## config.mk

```make
export PLATFORM = sky130hd
export DESIGN_NAME = dram_scrub_top
export DESIGN_NICKNAME = d
export VERILOG_FILES = /design/src/hdl/dram_scrub_pkg.sv /design/src/hdl/scrub_if.sv /design/src/hdl/shell_ctl_regs.sv /design/src/hdl/ddr_scrubber.sv /design/src/hdl/scrub_debug_mux.sv /design/src/hdl/dram_scrub_top.sv
export SDC_FILE = /design/constraint.sdc
export NUM_CORES = 1
export LEC_CHECK = 0
export BUFFER_PORTS_ARGS = -buffer_cell sky130_fd_sc_hd__buf_2
export CAP_MARGIN = 20
export CORE_MARGIN = 1
export CORE_UTILIZATION = 62
export CTS_CLUSTER_DIAMETER = 80
export DETAILED_ROUTE_END_ITERATION = 10
export PLACE_DENSITY_LB_ADDON = 0.1
export SLEW_MARGIN = 30
export SYNTH_ARGS = -nofsm -noshare
export SYNTH_HDL_FRONTEND = slang
export SYNTH_SLANG_ARGS = --single-unit
```

## constraint.sdc

```tcl
create_clock -name clk -period 4.7 [get_ports clk]
set_clock_uncertainty 0.1 [all_clocks]
set_input_delay 0.94 -clock clk [delete_from_list [all_inputs] [get_ports clk]]
set_output_delay 0.94 -clock clk [all_outputs]
set_load 0.005 [all_outputs]
```

## src/hdl/dram_scrub_pkg.sv

```systemverilog
package dram_scrub_pkg;

   // ------------------------------------------------------------------
   // card geometry
   // ------------------------------------------------------------------

   localparam int NUM_DDR = 4;

   // bytes moved per data beat on one DDR channel
   localparam int DDR_BEAT_BYTES = 64;

   typedef logic [63:0] ddr_addr_t;
   typedef logic [31:0] ctl_word_t;
   typedef logic [31:0] id_word_t;

   // ------------------------------------------------------------------
   // control word layout
   // ------------------------------------------------------------------

   // bits NUM_DDR-1:0 are the per-channel scrub enables
   localparam int CTL_DBG_EN_BIT  = 31;
   localparam int CTL_DBG_SEL_LSB = 28;
   localparam int CTL_DBG_SEL_W   = 3;

   // id words shown while the debug readout is off
   localparam id_word_t CARD_ID0 = 32'hC0DE_0A01;
   localparam id_word_t CARD_ID1 = 32'hC0DE_0B02;

   // scrubber sequencer states
   typedef enum logic [1:0]
   {
      SCRB_IDLE = 2'd0,
      SCRB_RUN  = 2'd1,
      SCRB_DONE = 2'd2
   } scrb_state_t;

endpackage

```

## src/hdl/scrub_if.sv

```systemverilog
// one channel's scrub control and status
interface scrub_if import dram_scrub_pkg::*; ();

   logic      enable;
   logic      ddr_ready;
   ddr_addr_t addr;
   logic      done;

   modport ctl
   (
      output enable,
      output ddr_ready
   );

   modport scrubber
   (
      input  enable,
      input  ddr_ready,
      output addr,
      output done
   );

   modport readout
   (
      input addr,
      input done
   );

endinterface

```

## src/hdl/shell_ctl_regs.sv

```systemverilog
module shell_ctl_regs import dram_scrub_pkg::*;
(
   input  logic                     clk,
   input  logic                     sync_rst_n,
   input  ctl_word_t                ctl0,
   input  logic [NUM_DDR-1:0]       ddr_is_ready,
   input  logic                     flr_assert,
   output logic                     flr_done,
   output logic                     dbg_en,
   output logic [CTL_DBG_SEL_W-1:0] dbg_sel,
   scrub_if.ctl                     chan [NUM_DDR]
);

   ctl_word_t          ctl_q;
   logic [NUM_DDR-1:0] ready_q;
   logic               flr_assert_q;

   // ------------------------------------------------------------------
   // control word and ready levels from the shell
   // ------------------------------------------------------------------

   always_ff @(posedge clk or negedge sync_rst_n)
   begin
      if (!sync_rst_n)
      begin
         ctl_q   <= '0;
         ready_q <= '0;
      end
      else
      begin
         ctl_q   <= ctl0;
         ready_q <= ddr_is_ready;
      end
   end

   // debug fields in the top bits
   assign dbg_en  = ctl_q[CTL_DBG_EN_BIT];
   assign dbg_sel = ctl_q[CTL_DBG_SEL_LSB +: CTL_DBG_SEL_W];

   // one enable bit and one ready level per channel
   for (genvar i = 0; i < NUM_DDR; i++)
   begin : g_chan
      assign chan[i].enable    = ctl_q[i];
      assign chan[i].ddr_ready = ready_q[i];
   end

   // ------------------------------------------------------------------
   // function level reset responder
   // ------------------------------------------------------------------

   // done pulses for one cycle, then rests a cycle while assert is held
   always_ff @(posedge clk or negedge sync_rst_n)
   begin
      if (!sync_rst_n)
      begin
         flr_assert_q <= 1'b0;
         flr_done     <= 1'b0;
      end
      else
      begin
         flr_assert_q <= flr_assert;
         flr_done     <= flr_assert_q && !flr_done;
      end
   end

endmodule

```

## src/hdl/ddr_scrubber.sv

```systemverilog
module ddr_scrubber import dram_scrub_pkg::*;
#(
   parameter ddr_addr_t SCRB_MAX_ADDR         = 64'h1FFF,
   parameter int        SCRB_BURST_LEN_MINUS1 = 15
)
(
   input  logic     clk,
   input  logic     sync_rst_n,
   scrub_if.scrubber chan
);

   // bytes covered by one burst
   localparam ddr_addr_t BURST_BYTES =
      ddr_addr_t'((SCRB_BURST_LEN_MINUS1 + 1) * DDR_BEAT_BYTES);

   scrb_state_t state;
   ddr_addr_t   addr_q;
   ddr_addr_t   next_addr;
   logic        last_burst;
   logic        done_q;

   // start of the following burst
   assign next_addr  = addr_q + BURST_BYTES;
   assign last_burst = next_addr > SCRB_MAX_ADDR;

   // ------------------------------------------------------------------
   // sequencer
   // ------------------------------------------------------------------

   always_ff @(posedge clk or negedge sync_rst_n)
   begin
      if (!sync_rst_n)
      begin
         state  <= SCRB_IDLE;
         addr_q <= '0;
         done_q <= 1'b0;
      end
      else if (!chan.enable)
      begin
         // dropping enable abandons the walk from any state
         state  <= SCRB_IDLE;
         addr_q <= '0;
         done_q <= 1'b0;
      end
      else
      begin
         case (state)
            SCRB_IDLE:
            begin
               addr_q <= '0;
               done_q <= 1'b0;
               state  <= SCRB_RUN;
            end
            SCRB_RUN:
            begin
               // not ready means hold the current burst
               if (chan.ddr_ready)
               begin
                  if (last_burst)
                  begin
                     state  <= SCRB_DONE;
                     done_q <= 1'b1;
                  end
                  else
                  begin
                     addr_q <= next_addr;
                  end
               end
            end
            SCRB_DONE:
            begin
               // parked on the final burst until enable goes low
               done_q <= 1'b1;
            end
            default:
            begin
               state  <= SCRB_IDLE;
               addr_q <= '0;
               done_q <= 1'b0;
            end
         endcase
      end
   end

   assign chan.addr = addr_q;
   assign chan.done = done_q;

endmodule

```

## src/hdl/scrub_debug_mux.sv

```systemverilog
module scrub_debug_mux import dram_scrub_pkg::*;
(
   input  logic                     clk,
   input  logic                     sync_rst_n,
   input  logic                     dbg_en,
   input  logic [CTL_DBG_SEL_W-1:0] dbg_sel,
   scrub_if.readout                 chan [NUM_DDR],
   output id_word_t                 id0,
   output id_word_t                 id1,
   output logic [NUM_DDR-1:0]       scrb_done
);

   ddr_addr_t          chan_addr [NUM_DDR];
   logic [NUM_DDR-1:0] done_vec;
   ddr_addr_t          sel_addr;

   // flatten the interface array
   for (genvar i = 0; i < NUM_DDR; i++)
   begin : g_chan
      assign chan_addr[i] = chan[i].addr;
      assign done_vec[i]  = chan[i].done;
   end

   // out of range selects read channel 0
   always_comb
   begin
      sel_addr = chan_addr[0];
      for (int i = 1; i < NUM_DDR; i++)
      begin
         if (dbg_sel == CTL_DBG_SEL_W'(i))
            sel_addr = chan_addr[i];
      end
   end

   // ------------------------------------------------------------------
   // id outputs
   // ------------------------------------------------------------------

   always_ff @(posedge clk or negedge sync_rst_n)
   begin
      if (!sync_rst_n)
      begin
         id0 <= CARD_ID0;
         id1 <= CARD_ID1;
      end
      else if (dbg_en)
      begin
         id0 <= sel_addr[31:0];
         id1 <= sel_addr[63:32];
      end
      else
      begin
         id0 <= CARD_ID0;
         id1 <= CARD_ID1;
      end
   end

   assign scrb_done = done_vec;

endmodule

```

## src/hdl/dram_scrub_top.sv

```systemverilog
module dram_scrub_top import dram_scrub_pkg::*;
#(
   parameter ddr_addr_t SCRB_MAX_ADDR         = 64'h1FFF,
   parameter int        SCRB_BURST_LEN_MINUS1 = 15
)
(
   input  logic               clk,
   input  logic               sync_rst_n,
   input  ctl_word_t          ctl0,
   input  logic [NUM_DDR-1:0] ddr_is_ready,
   input  logic               flr_assert,
   output logic               flr_done,
   output id_word_t           id0,
   output id_word_t           id1,
   output logic [NUM_DDR-1:0] scrb_done
);

   logic                     dbg_en;
   logic [CTL_DBG_SEL_W-1:0] dbg_sel;

   // one bundle per DDR channel
   scrub_if chan [NUM_DDR] ();

   // ------------------------------------------------------------------
   // control register and FLR response
   // ------------------------------------------------------------------

   shell_ctl_regs u_ctl_regs
   (
      .clk          (clk),
      .sync_rst_n   (sync_rst_n),
      .ctl0         (ctl0),
      .ddr_is_ready (ddr_is_ready),
      .flr_assert   (flr_assert),
      .flr_done     (flr_done),
      .dbg_en       (dbg_en),
      .dbg_sel      (dbg_sel),
      .chan         (chan)
   );

   // ------------------------------------------------------------------
   // per channel scrubbers
   // ------------------------------------------------------------------

   for (genvar i = 0; i < NUM_DDR; i++)
   begin : g_scrb
      ddr_scrubber
      #(
         .SCRB_MAX_ADDR         (SCRB_MAX_ADDR),
         .SCRB_BURST_LEN_MINUS1 (SCRB_BURST_LEN_MINUS1)
      )
      u_scrubber
      (
         .clk        (clk),
         .sync_rst_n (sync_rst_n),
         .chan       (chan[i])
      );
   end

   // debug readout onto the id words
   scrub_debug_mux u_debug_mux
   (
      .clk        (clk),
      .sync_rst_n (sync_rst_n),
      .dbg_en     (dbg_en),
      .dbg_sel    (dbg_sel),
      .chan       (chan),
      .id0        (id0),
      .id1        (id1),
      .scrb_done  (scrb_done)
   );

endmodule

```

==> results of run 1 <==
==> registers in the layout, indices dropped and copies added (netlist names) <==
register / cells
u_ctl_regs.ready_q: 4
u_debug_mux.id0: 24
u_ctl_regs.ctl_q: 8
u_ctl_regs.flr_assert_q: 1
g_scrb.u_scrubber.chan.addr: 216
u_debug_mux.id1: 32
g_scrb.u_scrubber.state: 8
g_scrb.u_scrubber.chan.done: 4
u_ctl_regs.flr_done: 1
==> critical path: stages (launching register included) <==
cell	delay, ps
dfrtp_1	500
nand3_1	260
or4_1	590
nor4_2	540
nand3_1	190
xor2_1	190
o311ai_1	90
nor4b_2	130
and2_1	270
o31ai_4	760
buf_4	400
and2_1	180
==> power groups by stage <==
stage	registers, mW	logic, mW	clock network (mW)
4_1_cts	2.67	0.465	2.56
2_1_floorplan	2.71	0.296	0
3_5_place_dp	2.72	0.462	0
3_3_place_gp	2.72	0.442	0
5_1_grt	2.68	0.518	2.66
6_report	2.67	0.467	2.54
==> kinds of logic (layout without fill, tap and decap cells) <==
logic type / count (synthesis) / count (layout) / share of synthesized area [%]
mux: 72 / 72 / 4.31
compound gates: 316 / 316 / 12.3
other cells: 1 / 1 / 0.0223
simple gates: 922 / 922 / 30.5
flops: 298 / 298 / 44.4
xor+xnor: 55 / 55 / 2.86
fa+ha+maj: 16 / 16 / 1.19
buf+inv: 163 / 210 / 4.34
==> placed cells by master, fill, tap and decap left out, drive strengths merged, types with 67 or more instances in the layout <==
cell and n:
and2 115, mux2i 67, nor2 164, nand2 121, dfrtp 276, nand3 94, buf 116, and3 139
a21oi 94, nand4 76
==> worst max-delay path by stage <==
| stage | startpoint | slack [ps] | end |
|---|---|---|---|
| 2_1_floorplan | g_scrb[3].u_scrubber.chan.addr[10]$_DFFE_PN0P_ | 1310 | g_scrb[3].u_scrubber.chan.addr[13]$_DFFE_PN0P_ |
| 3_3_place_gp | g_scrb[3].u_scrubber.chan.addr[10]$_DFFE_PN0P_ | 550 | g_scrb[3].u_scrubber.chan.addr[45]$_DFFE_PN0P_ |
| 3_5_place_dp | g_scrb[3].u_scrubber.chan.addr[10]$_DFFE_PN0P_ | 480 | g_scrb[3].u_scrubber.chan.addr[23]$_DFFE_PN0P_ |
| 4_1_cts | g_scrb[3].u_scrubber.chan.addr[10]$_DFFE_PN0P_ | 430 | g_scrb[3].u_scrubber.chan.addr[23]$_DFFE_PN0P_ |
| 5_1_grt | g_scrb[3].u_scrubber.chan.addr[10]$_DFFE_PN0P_ | 120 | g_scrb[3].u_scrubber.chan.addr[23]$_DFFE_PN0P_ |
| 6_report | g_scrb[3].u_scrubber.chan.addr[18]$_DFFE_PN0P_ | 420 | g_scrb[3].u_scrubber.chan.addr[23]$_DFFE_PN0P_ |
==> synth_stat cells (all sizes together) (4+ instances only) <==
cell type	number	area, µm²
a21oi	94	470
nand3	94	470
nand3b	6	45.0
o21ai	48	240
o31ai	10	80.1
nand2	121	454
mux2i	67	671
clkbuf	86	323
dfrtp	276	6910
nor2b	9	56.3
nand4b	4	35.0
or2	8	52.6
mux2	5	56.3
a31oi	18	113
nor4	53	405
o2111ai	6	52.6
a211oi	63	473
o22ai	7	43.8
and4	27	236
and2	115	719
and3	139	870
nand4	76	482
or3	15	93.8
ha	16	200
or4	12	93.8
nand2b	9	56.3
xnor2	33	289
a21o	7	52.6
buf	40	270
o211ai	10	75.1
xor2	22	193
dfstp	22	578
a41oi	5	43.8
inv	36	135
o21a	4	30.0
nor3	41	210
nor4b	9	78.8
a311o	6	60.1
nor2	164	616
nor3b	11	82.6
==> final cells by class <==
type | count | area [µm²]
well taps | 335 | 419
clock inverters | 12 | 159
multi-input cells | 1382 | 8660
clock buffers | 45 | 908
inverters | 37 | 140
repair buffers | 116 | 723
flip-flops and latches | 298 | 7490
fillers | 2062 | 7860
==> per-stage QoR <==
step	utilization (%)	power [mW]	cells
floorplan	-	3.00	1843
global placement	65.9	3.16	2166
detailed placement	66.0	3.18	2167
CTS	70.1	5.70	2224
global route	70.2	5.86	2225
finish	70.2	5.68	2225
==> repair_timing <==
item	4_1_cts	5_1_grt
gates resized for setup	0	1
hold endpoints to repair	0	0
setup endpoints to repair	0	28
==> metal layers <==
metal  vias to the layer above  share of wire [%]  GRT usage (%)
met5                         -                  0              0
met1                      7333                 42           49.5
met3                       112                6.4           4.13
li1                       6787                  -              -
met4                         0                3.5           11.8
met2                       607                 48           59.4
==> key figures, run 1 <==
Status
  • Status: finished, final reports clean

Logic synthesis
  • Register bit total from synthesis: 298
  • Cell Area, Synth: between 15000 and 20000 µm²
  • Post-synthesis cell count: 1843
  • FFs w/ async S/R, synth: 100%
  • Post-synth EDFFs: 0
  • Synth cell types: between 80 and 90
  • Average cell area after synthesis: approximately 9.1 µm²
  • Seq/Total Area, Yosys: 44.4%
  • Net Count, Synth: approximately 1900
  • Yosys Warn Count: 0
  • Most used DFF post-synth: dfrtp_1

Timing
  • Setup TNS: 0 ps
  • RSZ-0062 raised after global routing: no
  • Final setup fails: 0
  • Final hold violation count: 0
  • Setup slack after layout: ~420 ps
  • Fin crit share: between 90 and 100%
  • Slew Limit Fails: 0
  • Hold Slack: 310 ps
  • Minimum clock period: 4280 ps
  • Max Clk Rate: roughly 230 MHz
  • Slew margin rel.: between 30% and 40%
  • Slew @ Worst Pin: 921 ps

Die
  • IO Pins: roughly 110
  • Row count: 59
  • Die Width: between 150 and 200 µm
  • DIE AREA: 27800 µm²
  • Initial core utilization: 63.9%
  • Core ar.: ~26000 µm²
  • Die Height: between 150 and 200 µm

Detailed routing
  • Via count: 14839
  • Total Wirelength: roughly 49000 µm
  • DR vias/cell: 6.67
  • Initial DRC Count: about 1400
  • Drt first pass iters: 8
  • Routed Antenna Nets: 0
  • Routed WL per cell: about 22 µm
  • DRC: 0

Setup path
  • Critical path arrival: approximately 4700 ps
  • Crit Path Max Fanout: 28
  • Req. time, crit path: 5120 ps
  • FF-to-FF End: g_scrb[3].u_scrubber.chan.addr[23]$_DFFE_PN0P_
  • R2R Path Start: g_scrb[3].u_scrubber.chan.addr[18]$_DFFE_PN0P_
  • Crit Path Category: flip-flop to flip-flop
  • Reg2Reg Setup Slack: approximately 420 ps
  • Reg2reg path depth: 11
  • Worst setup SP type: flip-flop
  • Setup crit end kind: flip-flop

Power
  • Net Sw Frac: between 20% and 30%
  • Clock power frac: between 40 and 50%
  • Comb power frac: 8.2%
  • Pint: around 4.3 mW
  • Peak supply drop: between 0.0003 and 0.0004 V
  • Net Sw Power: around 1.4 mW
  • Seq pwr share: between 40% and 50%
  • Power Dens Cells: just over 300 nW/µm²
  • Leak: between 8 and 9 nW

Global routing
  • GR Overflow Total: 0
  • Vias in the first global route: roughly 14000
  • Largest net degree at the start of global routing: 104
  • First-pass GRT wire length: 78800 µm
  • Total track usage: between 30% and 40%
  • Initial antenna violation count: 0

Clock tree
  • Reg clk slew, reported paths: roughly 70 ps
  • Clock sink count: 298
  • Cts hold-fix bufs: 0
  • Clock Latency Late Sink: ~600 ps
  • Max H-tree Level: 1
  • Post-CTS Setup Inserts: 0
  • Num CTS Buffers: 31
  • CTS tree: built
  • Root Buffer: clkbuf_16
  • Clock Tree Buf Depth: 3

Place
  • DP Worst Slack: between 400 and 500 ps
  • DP HPWL: between 30000 and 40000 µm
  • Number of I/O port buffers: 83
  • Placer Congestion: roughly 0.98
  • Area after DPL: approximately 17000 µm²

Final layout
  • ANT cells: 0
  • Area grow syn2layout: 9.78%
  • Post-route cell area: about 18000 µm²
  • Total Nets Final: between 1500 and 2000
  • Share of layout cells above drive strength 1: 11.9%

Job
  • # Max-Cap Violations: 0

Hold path
  • Hold WC Path Type: input pin to asynchronous set/reset pin
Power figures use the tool's default switching activity.
==> run 2: changes to the inputs <==
--- a/config.mk
+++ b/config.mk
@@ -6,9 +6,8 @@
 export NUM_CORES = 1
 export LEC_CHECK = 0
 export BUFFER_PORTS_ARGS = -buffer_cell sky130_fd_sc_hd__buf_2
-export CAP_MARGIN = 20
 export CORE_MARGIN = 1
-export CORE_UTILIZATION = 62
+export CORE_UTILIZATION = 56
 export CTS_CLUSTER_DIAMETER = 80
 export DETAILED_ROUTE_END_ITERATION = 10
 export PLACE_DENSITY_LB_ADDON = 0.1
==> constraint.sdc (replaced) <==
create_clock -name clk -period 3.75 [get_ports clk]
set_clock_uncertainty 0.1 [all_clocks]
set_input_delay 0.75 -clock clk [delete_from_list [all_inputs] [get_ports clk]]
set_output_delay 0.75 -clock clk [all_outputs]
set_load 0.005 [all_outputs]
==> key figures, run 2 (same netlist as run 1, synthesis figures left out) <==
Status
  • Status: finished, final reports clean

Timing
  • Max Clk Rate: approximately 280 MHz
  • Final hold violation count: 0
  • Slew margin rel.: approximately half
  • Minimum clock period: roughly 3600 ps
  • Final setup fails: 0
  • Setup slack after layout: about 120 ps
  • Slew Limit Fails: 0
  • Fin crit share: between 90 and 100%
  • Slew @ Worst Pin: approximately 750 ps

Setup path
  • Crit Path Category: flip-flop to flip-flop
  • Setup crit end kind: flip-flop
  • Req. time, crit path: 4130 ps
  • Worst setup SP type: flip-flop
  • Critical path arrival: between 4000 and 5000 ps
  • Crit Path Max Fanout: 39

Die
  • Row count: 63
  • Die Width: approximately 180 µm
  • Die Height: 175 µm
  • Core ar.: between 20000 and 30000 µm²
  • DIE AREA: between 30000 and 40000 µm²
  • Initial core utilization: between 50 and 60%
  • IO Pins: roughly 110

Place
  • DP HPWL: 37200 µm
  • Area after DPL: 18300 µm²
  • Number of I/O port buffers: 83
  • Placer Congestion: around 1
  • DP Worst Slack: -30.8 ps

Final layout
  • Filler Cell Count: about 2500
  • Post-route cell area: between 15000 and 20000 µm²
  • ANT cells: 0
  • Most common cell after layout, fill and taps aside: dfrtp_1
  • Most frequent cells in the layout: dfrtp_1 (273), nor2_1 (164), and3_1 (138)
  • Area grow syn2layout: 16.0%
  • Share of layout cells above drive strength 1: between 10% and 20%
  • Number of flip-flops under the largest register name: roughly 220
  • Total Nets Final: ~2000

Detailed routing
  • DRC: 0
  • Drt first pass iters: 6
  • DR vias/cell: between 6 and 7
  • Via count: 15071
  • Routed WL per cell: around 21 µm
  • Routed Antenna Nets: 0
  • Total Wirelength: just over 50000 µm
  • Initial DRC Count: 1312

Global routing
  • Initial antenna violation count: 0
  • Largest net degree at the start of global routing: 102
  • Vias in the first global route: ~14000
  • GR Overflow Total: 0
  • Total track usage: approximately a third
  • First-pass GRT wire length: between 70000 and 80000 µm

Power
  • Seq pwr share: 46.1%
  • Comb power frac: 8.5%
  • Net Sw Frac: between 20% and 30%
  • Clock power frac: a little under half
  • Power Dens Cells: ~370 nW/µm²
  • Pint: 5.44 mW
  • Leak: 9.00 nW
  • Net Sw Power: 1.82 mW
  • Peak supply drop: approximately 0.00047 V

Clock tree
  • Reg clk slew, reported paths: about 60 ps
  • Clock sink count: between 200 and 300
  • Clock Tree Buf Depth: 3
  • Clock Latency Late Sink: about 600 ps
  • Root Buffer: clkbuf_16
  • Max H-tree Level: 1
  • CTS tree: built
  • Num CTS Buffers: 31

Hold path
  • Hold WC Path Type: input pin to asynchronous set/reset pin

Job
  • # Max-Cap Violations: 0
==> run 2: cell count changes in the layout (fill, tap and decap cells not counted), moves of 2 or more <==
cell,delta
buf_12,+5
buf_4,+100
bufinv_16,+2
clkbuf_1,-3
clkbuf_8,-5
clkinv_1,+2
clkinv_4,+4
dfrtp_1,-2
dfrtp_2,+2
nor3_4,+2
nor4_1,-6
nor4_2,+5
nor4b_1,-2
nor4b_2,+2
==> run 2: worst max-delay path, cell delays in order (launching register included) <==
cell and delay, ps:
dfrtp_1 420, nand4_1 300, or4_4 670, nor4_1 290, mux2_2 370, o22ai_1 150
and4b_1 400, nand4_2 140, a21oi_1 200, nor2b_2 100, buf_12 170, and2_1 180
==> run 2: area by class of cell <==
type	instances	area (µm²)	area share, %
clock buffers	37	828	4.24
repair buffers	221	1570	8.05
well taps	390	488	2.50
flip-flops and latches	298	7490	38.3
clock inverters	21	273	1.40
multi-input cells	1382	8750	44.8
inverters	37	139	0.711
==> run 2: final timing paths <==
path / cells past startpoint / from / endpoint / slack, ps
max reg2reg: 11 / g_scrb[0].u_scrubber.chan.addr[15]$_DFFE_PN0P_ / g_scrb[0].u_scrubber.chan.addr[44]$_DFFE_PN0P_ / 120
max in group asynchronous: 2 / sync_rst_n / g_scrb[0].u_scrubber.chan.addr[28]$_DFFE_PN0P_ / 2540
min reg2reg: 1 / u_ctl_regs.flr_done$_DFF_PN0_ / u_ctl_regs.flr_done$_DFF_PN0_ / 320
min: 1 / sync_rst_n / g_scrb[3].u_scrubber.state[1]$_DFFE_PN0P_ / 110
max: 11 / g_scrb[0].u_scrubber.chan.addr[15]$_DFFE_PN0P_ / g_scrb[0].u_scrubber.chan.addr[44]$_DFFE_PN0P_ / 120
min in group clk: 1 / ctl0[1] / u_ctl_regs.ctl_q[1]$_DFF_PN0_ / 160
==> run 2: power groups by stage <==
stage          clock network [mW]  logic [mW]  registers [mW]
2_1_floorplan                   0       0.371            3.39
3_3_place_gp                    0       0.601            3.40
3_5_place_dp                    0       0.615            3.40
4_1_cts                      3.33       0.619            3.34
5_1_grt                      3.45       0.685            3.35
6_report                     3.29       0.618            3.35
==> run 2: layer usage <==
| metal | track usage, % | part of all wire [%] | vias up |
|---|---|---|---|
| met5 | 0 | 0 | - |
| li1 | - | - | 7025 |
| met2 | 53.8 | 47 | 551 |
| met4 | 10.4 | 3.4 | 0 |
| met1 | 45.9 | 43 | 7403 |
| met3 | 3.14 | 6.3 | 92 |
==> run 2: stage by stage <==
step | hold slack, ps | cells | setup TNS, ps | utilization [%] | total power, mW
2_1_floorplan | 316 | 1843 | 0 | - | 3.76
3_3_place_gp | 313 | 2324 | 0 | 61.8 | 4.00
3_5_place_dp | 321 | 2324 | -35.8 | 61.8 | 4.02
4_1_cts | 124 | 2382 | 0 | 65.6 | 7.29
5_1_grt | 148 | 2386 | -554 | 65.9 | 7.49
6_report | 111 | 2386 | 0 | 65.9 | 7.25
==> run 2: timing repair <==
| action | CTS | global route |
|---|---|---|
| setup buffers | 0 | 4 |
| pin swaps | 0 | 4 |
| hold buffers | 0 | 0 |
| gates resized for setup | 3 | 19 |
| endpoints found under the setup margin | 18 | 218 |
| cloned | 0 | 0 |
